<file path="config.mk">
export PLATFORM = sky130hd
export DESIGN_NAME = ds_unpacker_top
export DESIGN_NICKNAME = d
export VERILOG_FILES = /design/src/logic/hpsdr_proto_pkg.sv /design/src/logic/hpsdr_types_pkg.sv /design/src/logic/ds_unpacker_top.sv /design/src/logic/cwx_hang_timer.sv /design/src/logic/ds_link_watchdog.sv /design/src/logic/ds_cmd_register.sv /design/src/logic/ds_frame_parser.sv
export SDC_FILE = /design/constraint.sdc
export NUM_CORES = 1
export LEC_CHECK = 0
export ABC_AREA = 1
export BUFFER_PORTS_ARGS = -buffer_cell sky130_fd_sc_hd__buf_2
export CORE_ASPECT_RATIO = 0.5
export CORE_MARGIN = 10
export CORE_UTILIZATION = 60
export CTS_CLUSTER_SIZE = 16
export DETAILED_ROUTE_END_ITERATION = 6
export GPL_TIMING_DRIVEN = 0
export HOLD_SLACK_MARGIN = 0.08
export PLACE_DENSITY = 0.84
export SYNTH_ARGS = -nofsm -noshare
export SYNTH_HDL_FRONTEND = slang
export SYNTH_SLANG_ARGS = --single-unit
</file>
<file path="constraint.sdc">
create_clock -name clk -period 8.37 [get_ports clk]
set_clock_uncertainty 0.2 [all_clocks]
set_input_delay 1.674 -clock clk [delete_from_list [all_inputs] [get_ports clk]]
set_output_delay 1.674 -clock clk [all_outputs]
set_load 0.1 [all_outputs]
</file>
<file path="src/logic/hpsdr_proto_pkg.sv">
// OpenHPSDR protocol 1 constants for the downstream packet format
`default_nettype none

package hpsdr_proto_pkg;

  // Packet start
  parameter logic [7:0] PREAMBLE0 = 8'hef;
  parameter logic [7:0] PREAMBLE1 = 8'hfe;

  // Opcodes following the preamble
  parameter logic [7:0] OP_DATA      = 8'h01;
  parameter logic [7:0] OP_DISCOVERY = 8'h02;
  parameter logic [7:0] OP_RUNSTOP   = 8'h04;

  // Only the transmit endpoint is decoded
  parameter logic [7:0] EP_TX = 8'h02;

  // Frame framing
  parameter logic [7:0] SYNC_BYTE = 8'h7f;
  parameter int unsigned SAMPLES_PER_FRAME = 63;

  // Keyer control register and its CWX enable bit
  parameter logic [5:0] KEYER_CMD_ADDR = 6'h0f;
  parameter int unsigned CWX_ENABLE_BIT = 24;

endpackage

`default_nettype wire

</file>
<file path="src/logic/hpsdr_types_pkg.sv">
// Shared vector types for the downstream unpacker datapath
`default_nettype none

package hpsdr_types_pkg;

  // Payload byte and UDP port
  typedef logic [7:0]  byte_t;
  typedef logic [15:0] udp_port_t;

  // Command word fields
  typedef logic [5:0]  cmd_addr_t;
  typedef logic [31:0] cmd_data_t;

  // Samples pushed so far in the current frame
  typedef logic [5:0]  sample_cnt_t;

  // Milliseconds left in the CWX hang
  typedef logic [8:0]  hang_cnt_t;

endpackage

`default_nettype wire
</file>
<file path="src/logic/ds_unpacker_top.sv">
// Downstream protocol 1 unpacker joining the packet FSM and its datapath blocks
`timescale 1ns/10ps
`default_nettype none

module ds_unpacker_top
  import hpsdr_types_pkg::*;
#(
  parameter int unsigned DATA_PORT      = 1024,
  parameter int unsigned WATCHDOG_WIDTH = 10,
  parameter int unsigned HANG_MSEC      = 500
) (
  input  wire        clk,
  input  wire        reset,
  input  udp_port_t  eth_port,
  input  wire        eth_valid,
  input  byte_t      eth_data,
  input  wire        eth_unreachable,
  input  wire        watchdog_up,
  input  wire        msec_pulse,
  output logic       eth_metis_discovery,
  output logic       run,
  output logic       wide_spectrum,
  output cmd_addr_t  cmd_addr,
  output cmd_data_t  cmd_data,
  output logic       cmd_cnt,
  output logic       cmd_resprqst,
  output byte_t      dseth_tdata,
  output logic       dsethlr_tvalid,
  output logic       dsethlr_tlast,
  output logic       dsethiq_tvalid,
  output logic       dsethiq_tlast,
  output logic       dsethiq_tuser
);

  logic cmd_ctrl_load;
  logic cmd_data_shift;
  logic cmd_commit;
  logic frame_start;
  logic cwx_sample;
  logic cwx_update;
  logic cmd_ptt;
  logic cwx_enable;
  logic link_expired;
  logic cwx;
  logic iq_enable;

  // Stream data is the raw payload byte
  assign dseth_tdata = eth_data;

  ds_frame_parser #(
    .DATA_PORT(DATA_PORT)
  ) u_parser (
    .clk                (clk),
    .reset              (reset),
    .eth_port           (eth_port),
    .eth_valid          (eth_valid),
    .eth_data           (eth_data),
    .eth_unreachable    (eth_unreachable),
    .link_expired       (link_expired),
    .cmd_ptt            (cmd_ptt),
    .cwx                (cwx),
    .iq_enable          (iq_enable),
    .eth_metis_discovery(eth_metis_discovery),
    .run                (run),
    .wide_spectrum      (wide_spectrum),
    .cmd_ctrl_load      (cmd_ctrl_load),
    .cmd_data_shift     (cmd_data_shift),
    .cmd_commit         (cmd_commit),
    .frame_start        (frame_start),
    .cwx_sample         (cwx_sample),
    .cwx_update         (cwx_update),
    .dsethlr_tvalid     (dsethlr_tvalid),
    .dsethlr_tlast      (dsethlr_tlast),
    .dsethiq_tvalid     (dsethiq_tvalid),
    .dsethiq_tlast      (dsethiq_tlast),
    .dsethiq_tuser      (dsethiq_tuser)
  );

  ds_cmd_register u_cmd_register (
    .clk           (clk),
    .reset         (reset),
    .eth_data      (eth_data),
    .cmd_ctrl_load (cmd_ctrl_load),
    .cmd_data_shift(cmd_data_shift),
    .cmd_commit    (cmd_commit),
    .cmd_addr      (cmd_addr),
    .cmd_data      (cmd_data),
    .cmd_cnt       (cmd_cnt),
    .cmd_resprqst  (cmd_resprqst),
    .cmd_ptt       (cmd_ptt),
    .cwx_enable    (cwx_enable)
  );

  ds_link_watchdog #(
    .WATCHDOG_WIDTH(WATCHDOG_WIDTH)
  ) u_watchdog (
    .clk         (clk),
    .reset       (reset),
    .run         (run),
    .frame_start (frame_start),
    .watchdog_up (watchdog_up),
    .link_expired(link_expired)
  );

  cwx_hang_timer #(
    .HANG_MSEC(HANG_MSEC)
  ) u_hang_timer (
    .clk       (clk),
    .reset     (reset),
    .cwx_bit   (eth_data[0]),
    .cwx_sample(cwx_sample),
    .cwx_update(cwx_update),
    .cwx_enable(cwx_enable),
    .cmd_ptt   (cmd_ptt),
    .msec_pulse(msec_pulse),
    .cwx       (cwx),
    .iq_enable (iq_enable)
  );

endmodule

`default_nettype wire

</file>
<file path="src/logic/cwx_hang_timer.sv">
// CWX keyer sampling with a millisecond hang that holds the I/Q stream open
`timescale 1ns/10ps
`default_nettype none

module cwx_hang_timer
  import hpsdr_types_pkg::*;
#(
  parameter int unsigned HANG_MSEC = 500
) (
  input  wire  clk,
  input  wire  reset,
  input  wire  cwx_bit,
  input  wire  cwx_sample,
  input  wire  cwx_update,
  input  wire  cwx_enable,
  input  wire  cmd_ptt,
  input  wire  msec_pulse,
  output logic cwx,
  output logic iq_enable
);

  logic      cwx_saved;
  hang_cnt_t hang_cnt;

  always_ff @(posedge clk) begin
    if (cwx_sample) cwx_saved <= cwx_bit;
  end

  always_ff @(posedge clk) begin
    if (reset) begin
      cwx      <= 1'b0;
      hang_cnt <= '0;
    end else begin
      // Key is ignored while the host itself is transmitting
      if (cwx_update) cwx <= cwx_saved & cwx_enable & ~cmd_ptt;
      if (cwx) begin
        hang_cnt <= hang_cnt_t'(HANG_MSEC);
      end else if (msec_pulse && hang_cnt != '0) begin
        hang_cnt <= hang_cnt - 1'b1;
      end
    end
  end

  assign iq_enable = cmd_ptt | (hang_cnt != '0);

endmodule

`default_nettype wire

</file>
<file path="src/logic/ds_link_watchdog.sv">
// Watchdog counting upstream packets sent since the last received data frame
`timescale 1ns/10ps
`default_nettype none

module ds_link_watchdog #(
  parameter int unsigned WATCHDOG_WIDTH = 10
) (
  input  wire  clk,
  input  wire  reset,
  input  wire  run,
  input  wire  frame_start,
  input  wire  watchdog_up,
  output logic link_expired
);

  logic [WATCHDOG_WIDTH-1:0] up_cnt;

  always_ff @(posedge clk) begin
    if (reset || !run || frame_start) begin
      up_cnt <= '0;
    end else if (watchdog_up) begin
      up_cnt <= up_cnt + 1'b1;
    end
  end

  // Expires once the count reaches all ones
  assign link_expired = &up_cnt;

endmodule

`default_nettype wire

</file>
<file path="src/logic/ds_cmd_register.sv">
// Command word register that stages control and data bytes and publishes them
`timescale 1ns/10ps
`default_nettype none

module ds_cmd_register
  import hpsdr_types_pkg::*;
  import hpsdr_proto_pkg::*;
(
  input  wire        clk,
  input  wire        reset,
  input  byte_t      eth_data,
  input  wire        cmd_ctrl_load,
  input  wire        cmd_data_shift,
  input  wire        cmd_commit,
  output cmd_addr_t  cmd_addr,
  output cmd_data_t  cmd_data,
  output logic       cmd_cnt,
  output logic       cmd_resprqst,
  output logic       cmd_ptt,
  output logic       cwx_enable
);

  cmd_addr_t addr_stage;
  cmd_data_t data_stage;
  cmd_data_t data_next;
  logic      resprqst_stage;
  logic      ptt_stage;

  // Last data byte joins the staged bytes at commit
  assign data_next = {data_stage[23:0], eth_data};

  always_ff @(posedge clk) begin
    if (cmd_ctrl_load) begin
      resprqst_stage <= eth_data[7];
      addr_stage     <= eth_data[6:1];
      ptt_stage      <= eth_data[0];
    end
    if (cmd_data_shift) data_stage <= data_next;
    if (cmd_commit) begin
      cmd_addr <= addr_stage;
      cmd_data <= data_next;
    end
  end

  always_ff @(posedge clk) begin
    if (reset) begin
      cmd_cnt      <= 1'b0;
      cmd_resprqst <= 1'b0;
      cmd_ptt      <= 1'b0;
      cwx_enable   <= 1'b0;
    end else if (cmd_commit) begin
      cmd_cnt      <= ~cmd_cnt;
      cmd_resprqst <= resprqst_stage;
      cmd_ptt      <= ptt_stage;
      if (addr_stage == KEYER_CMD_ADDR) cwx_enable <= data_next[CWX_ENABLE_BIT];
    end
  end

endmodule

`default_nettype wire

</file>
<file path="src/logic/ds_frame_parser.sv">
// Downstream packet FSM that decodes protocol 1 packets and strobes the datapath
`timescale 1ns/10ps
`default_nettype none

module ds_frame_parser
  import hpsdr_types_pkg::*;
  import hpsdr_proto_pkg::*;
#(
  parameter int unsigned DATA_PORT = 1024
) (
  input  wire        clk,
  input  wire        reset,
  input  udp_port_t  eth_port,
  input  wire        eth_valid,
  input  byte_t      eth_data,
  input  wire        eth_unreachable,
  input  wire        link_expired,
  input  wire        cmd_ptt,
  input  wire        cwx,
  input  wire        iq_enable,
  output logic       eth_metis_discovery,
  output logic       run,
  output logic       wide_spectrum,
  output logic       cmd_ctrl_load,
  output logic       cmd_data_shift,
  output logic       cmd_commit,
  output logic       frame_start,
  output logic       cwx_sample,
  output logic       cwx_update,
  output logic       dsethlr_tvalid,
  output logic       dsethlr_tlast,
  output logic       dsethiq_tvalid,
  output logic       dsethiq_tlast,
  output logic       dsethiq_tuser
);

  typedef enum logic [4:0] {
    ST_IDLE, ST_PREAMBLE, ST_DECODE, ST_RUNSTOP, ST_DISCOVERY, ST_ENDPOINT,
    ST_SEQ3, ST_SEQ2, ST_SEQ1, ST_SEQ0,
    ST_SYNC2, ST_SYNC1, ST_SYNC0,
    ST_CMD_CTRL, ST_CMD_DATA3, ST_CMD_DATA2, ST_CMD_DATA1, ST_CMD_DATA0,
    ST_PUSH_L1, ST_PUSH_L0, ST_PUSH_R1, ST_PUSH_R0,
    ST_PUSH_I1, ST_PUSH_I0, ST_PUSH_Q1, ST_PUSH_Q0,
    ST_DROP
  } state_t;

  state_t      state;
  state_t      state_next;
  sample_cnt_t sample_cnt;
  sample_cnt_t sample_cnt_next;
  logic        run_next;
  logic        wide_spectrum_next;
  logic        port_match;

  assign port_match = (eth_port == udp_port_t'(DATA_PORT));

  always_ff @(posedge clk) begin
    if (reset) begin
      state         <= ST_IDLE;
      run           <= 1'b0;
      wide_spectrum <= 1'b0;
      sample_cnt    <= '0;
    end else begin
      sample_cnt <= sample_cnt_next;
      // Link loss stops the radio as well as the packet
      if (eth_unreachable || link_expired) begin
        state         <= ST_IDLE;
        run           <= 1'b0;
        wide_spectrum <= 1'b0;
      end else if (!eth_valid) begin
        state <= ST_IDLE;
      end else begin
        state         <= state_next;
        run           <= run_next;
        wide_spectrum <= wide_spectrum_next;
      end
    end
  end

  always_comb begin
    state_next          = ST_DROP;
    run_next            = run;
    wide_spectrum_next  = wide_spectrum;
    sample_cnt_next     = sample_cnt;
    eth_metis_discovery = 1'b0;
    cmd_ctrl_load       = 1'b0;
    cmd_data_shift      = 1'b0;
    cmd_commit          = 1'b0;
    frame_start         = 1'b0;
    cwx_sample          = 1'b0;
    cwx_update          = 1'b0;
    dsethlr_tvalid      = 1'b0;
    dsethlr_tlast       = 1'b0;
    dsethiq_tvalid      = 1'b0;
    dsethiq_tlast       = 1'b0;
    dsethiq_tuser       = 1'b0;

    // Strobes only fire on a real byte
    if (eth_valid) begin
      case (state)
        ST_IDLE: begin
          if (eth_data == PREAMBLE0 && port_match) state_next = ST_PREAMBLE;
        end
        ST_PREAMBLE: begin
          if (eth_data == PREAMBLE1 && port_match) state_next = ST_DECODE;
        end
        ST_DECODE: begin
          // Flash opcodes fall through to drop
          case (eth_data)
            OP_DATA:      state_next = ST_ENDPOINT;
            OP_DISCOVERY: state_next = ST_DISCOVERY;
            OP_RUNSTOP:   state_next = ST_RUNSTOP;
            default:      state_next = ST_DROP;
          endcase
        end
        ST_RUNSTOP: begin
          run_next           = eth_data[0];
          wide_spectrum_next = eth_data[1];
        end
        ST_DISCOVERY: eth_metis_discovery = 1'b1;
        ST_ENDPOINT: begin
          if (eth_data == EP_TX) state_next = ST_SEQ3;
        end
        ST_SEQ3: state_next = ST_SEQ2;
        ST_SEQ2: state_next = ST_SEQ1;
        ST_SEQ1: state_next = ST_SEQ0;
        ST_SEQ0: begin
          frame_start = 1'b1;
          state_next  = ST_SYNC2;
        end
        // Hunt for three sync bytes in a row
        ST_SYNC2: begin
          sample_cnt_next = '0;
          state_next = (eth_data == SYNC_BYTE) ? ST_SYNC1 : ST_SYNC2;
        end
        ST_SYNC1: begin
          sample_cnt_next = '0;
          state_next = (eth_data == SYNC_BYTE) ? ST_SYNC0 : ST_SYNC2;
        end
        ST_SYNC0: begin
          sample_cnt_next = '0;
          state_next = (eth_data == SYNC_BYTE) ? ST_CMD_CTRL : ST_SYNC2;
        end
        ST_CMD_CTRL: begin
          cmd_ctrl_load = 1'b1;
          state_next    = ST_CMD_DATA3;
        end
        ST_CMD_DATA3: begin
          cmd_data_shift = 1'b1;
          state_next     = ST_CMD_DATA2;
        end
        ST_CMD_DATA2: begin
          cmd_data_shift = 1'b1;
          state_next     = ST_CMD_DATA1;
        end
        ST_CMD_DATA1: begin
          cmd_data_shift = 1'b1;
          state_next     = ST_CMD_DATA0;
        end
        ST_CMD_DATA0: begin
          cmd_data_shift = 1'b1;
          cmd_commit     = 1'b1;
          state_next     = ST_PUSH_L1;
        end
        ST_PUSH_L1: begin
          dsethlr_tvalid = 1'b1;
          state_next     = ST_PUSH_L0;
        end
        ST_PUSH_L0: begin
          dsethlr_tvalid = 1'b1;
          state_next     = ST_PUSH_R1;
        end
        ST_PUSH_R1: begin
          dsethlr_tvalid = 1'b1;
          state_next     = ST_PUSH_R0;
        end
        ST_PUSH_R0: begin
          dsethlr_tvalid = 1'b1;
          dsethlr_tlast  = 1'b1;
          state_next     = ST_PUSH_I1;
        end
        ST_PUSH_I1: begin
          dsethiq_tvalid = iq_enable;
          dsethiq_tuser  = cmd_ptt;
          state_next     = ST_PUSH_I0;
        end
        ST_PUSH_I0: begin
          dsethiq_tvalid = iq_enable;
          dsethiq_tuser  = cwx;
          cwx_sample     = 1'b1;
          state_next     = ST_PUSH_Q1;
        end
        ST_PUSH_Q1: begin
          dsethiq_tvalid = iq_enable;
          state_next     = ST_PUSH_Q0;
        end
        ST_PUSH_Q0: begin
          dsethiq_tvalid = iq_enable;
          dsethiq_tlast  = iq_enable;
          cwx_update     = 1'b1;
          // Last sample of the frame goes back to sync
          if (sample_cnt == sample_cnt_t'(SAMPLES_PER_FRAME - 1)) begin
            state_next = ST_SYNC2;
          end else begin
            sample_cnt_next = sample_cnt + 1'b1;
            state_next      = ST_PUSH_L1;
          end
        end
        default: state_next = ST_DROP;
      endcase
    end
  end

endmodule

`default_nettype wire

</file>
==> flow_metrics.py <==
metrics = {
    "run_status": {
        "status": "finished, final reports clean",
    },
    "routing": {
        "routedWlPerCell_um": 15.1,
        "dr.pass1.iters": 5,
        "vias_per_cell": 5.20,
        "drc": 0,
        "drt_iter0_markers": 226,
        "wirelength_mm": 10.5,
        "vias": 3609,
        "ant_nets": 0,
    },
    "place": {
        "dp.cells": 679,
        "routabilityCongestion": 0.953,
        "dp_hpwl_mm": 7.71,
        "pre_cts_ws_ns": 3.37,
        "io_buffers": 85,
    },
    "power_and_ir_drop": {
        "intPower_uw": 845,
        "power.share.switching_pct": 27.6,
        "p_sw_uw": 322,
        "seqPwrFrac_pct": 51.1,
        "power_density_nw_per_um2": 208,
        "clock_power_share_pct": 34.5,
        "combPwrFrac_pct": 14.4,
        "p_leak_uw": 0.00230,
        "max-vdd-ir-drop_uv": 131,
    },
    "timing": {
        "layout_setup_ws_ns": 3.37,
        "max_freq_mhz": 200,
        "finalSetupViolCount": 0,
        "tightest_slew_ns": 0.731,
        "finalCritPeriodShare_pct": 59.8,
        "final.setup.tns_ns": 0,
        "min_period_ns": 5.00,
        "hold_viol_final": 0,
        "rsz0062_at_grt": "no",
        "max-slew-margin-rel_pct": 51.1,
        "slew_viol_final": 0,
    },
    "clock_network": {
        "clock_latency_ns": 0.35,
        "cts_root_buffer": "clkbuf_16",
        "cts_resized": 0,
        "clock_path_buffers": 2,
        "htreeDepth": 3,
        "numCtsBuffers": 9,
        "cts.sink_count": 108,
        "cts_hold_buf": 0,
        "clkTransAtPathRegs_ns": 0.07,
        "cts_tree": "yes",
        "post_cts_buffers": 0,
    },
    "setup_path": {
        "regToRegSetupSlack_ns": 5.91,
        "startpoint_type": "primary input",
        "critPathArrivalTime_ns": 3.13,
        "cp-end-kind": "output port",
        "required_ns": 6.50,
        "crit_fanout": 10,
        "r2r-end": "u_cmd_register.data_stage[1]",
        "crit_type": "primary input to output port",
        "rr_worst_depth": 6,
        "crit_end": "dsethiq_tuser",
        "crit_path_start": "eth_valid",
        "reg2reg_from": "u_parser.state[2]",
    },
    "yosys": {
        "syn_area_um2": 4720,
        "synth_most_common_cell": "nor2_1",
        "synth_ff_type": "edfxtp_1",
        "yosys.area.top_type": "edfxtp_1",
        "synth_area_per_cell_um2": 9.75,
        "synth_cell_types": 42,
        "synth.top_cell.area_share_pct": 45.2,
        "synth_area_leaders": "edfxtp_1 45%, dfxtp_1 16%, nor2_1 6.5%",
        "synthCells": 484,
        "async_flop_share_pct": 0,
        "synth_common_cells": "82 x nor2_1, 80 x nand2_1, 71 x edfxtp_1",
        "synth_seq_cells": 108,
        "ys.warnings.count": 0,
        "syn_nets": 518,
        "seq_area_frac_synth_pct": 60.9,
        "synth_edf_count": 71,
    },
    "layout": {
        "final_nets": 616,
        "final_util_pct": 74.9,
        "diodes": 0,
        "multiInputGateArea_um2": 1560,
        "filler_cell_count": 564,
        "final_cells": 694,
        "drive_gt1_share_pct": 22.9,
        "area_growth_pct": 18.8,
        "register_area_um2": 2870,
    },
    "hold_path": {
        "hp-start": "u_cmd_register.data_stage[22]",
        "hold_class": "flip-flop to flip-flop",
    },
    "grt": {
        "grt_pass1_vias": 3412,
        "grt_pass1_wl_mm": 16.7,
        "antenna_found_initial": 0,
        "grt_util_all_layers_pct": 17.4,
        "grt_max_degree": 38,
        "overflow": 0,
    },
    "die": {
        "coreArea_um2": 7490,
        "fp.dieH_um": 82.7,
        "pin_count": 86,
        "die_w_um": 145,
        "dieArea_um2": 12000,
        "rows": 22,
        "start_util_pct": 63.1,
    },
    "job": {
        "cap_violations": 0,
    },
}
## cells in the final DEF (no fill, tap or decap), drive strengths merged, types with 4 or more instances in the layout
master,netlist,routed
a21oi,23,23
buf,11,98
nand3,44,44
dfxtp,37,37
nor2,88,88
nor3,8,8
nand3b,4,4
a31oi,4,4
nand4,10,10
clkbuf,1,10
inv,54,57
edfxtp,71,71
ha,4,4
o21ai,15,15
nand2,85,85
## cell families (layout without fill, tap and decap cells)
kind of cell	after synthesis	in the layout	synth area share (%)
DFF	108	108	60.9
and+or+nand+nor	247	247	23.9
AOI/OAI and AO/OA	54	54	6.97
xor gates and xnor gates	4	4	0.742
muxes	1	1	0.212
buffers and inverters	66	168	6.25
adders and majority gates	4	4	1.06
## worst max-delay path, cell delays in order
cell,delay [ns]
buf_2,0.12
inv_1,0.18
buf_1,0.46
nor2_1,0.16
a32o_1,0.24
buf_2,0.29
## metal layers
layer	wire, um	track usage [%]	part of all wire, %	vias to the layer above
met1	4630	19.8	44	1646
met2	5070	31.9	48	116
met4	99	5.21	0.94	0
li1	-	-	-	1837
met3	676	5.43	6.5	10
met5	0	0	0	-
## sequential cells by signal, indices dropped and copies added (netlist names)
name / cells
u_cmd_register.cmd_ptt: 1
u_cmd_register.cmd_resprqst: 1
u_parser.wide_spectrum: 1
u_cmd_register.data_stage: 24
u_cmd_register.ptt_stage: 1
u_parser.run: 1
u_parser.state: 5
u_parser.sample_cnt: 6
u_cmd_register.cmd_addr: 6
u_hang_timer.cwx_saved: 1
u_cmd_register.cwx_enable: 1
u_hang_timer.hang_cnt: 9
u_cmd_register.cmd_cnt: 1
u_cmd_register.resprqst_stage: 1
u_cmd_register.cmd_data: 32
u_watchdog.up_cnt: 10
u_hang_timer.cwx: 1
u_cmd_register.addr_stage: 6
## worst min-delay path by stage
stage	depth (start not counted)	to	slack [ns]
after global placement	0	u_cmd_register.cmd_data[27]	0.20
final	0	u_cmd_register.cmd_data[30]	0.22
after floorplan	0	u_cmd_register.cmd_data[25]	0.20
after CTS	0	u_cmd_register.cmd_data[30]	0.22
after global routing	0	u_cmd_register.cmd_data[30]	0.23
after detailed placement	0	u_cmd_register.cmd_data[30]	0.20
## stage by stage
step	hold slack, ns	area (um^2)	total power, uW
floorplan	0.200	4720	733
global placement	0.200	5280	769
detailed placement	0.205	5330	775
CTS	0.221	5610	1170
global route	0.227	5610	1220
finish	0.221	5610	1170
## power groups by stage
stage               logic, uW  clock network (uW)  registers [uW]
floorplan                 126                   0             607
global placement          161                   0             608
detailed placement        167                   0             608
CTS                       168                 407             596
global route              191                 429             599
finish                    168                 402             596
## layout make-up
| type | instances | area share, % |
|---|---|---|
| Sequential cell | 108 | 51.2 |
| Multi-Input combinational cell | 310 | 27.8 |
| Timing Repair Buffer | 87 | 8.21 |
| Clock buffer | 9 | 4.02 |
| Inverter | 54 | 3.66 |
| Tap cell | 108 | 2.41 |
| Buffer | 12 | 1.61 |
| Clock inverter | 6 | 1.05 |
Power figures use the tool's default switching activity.
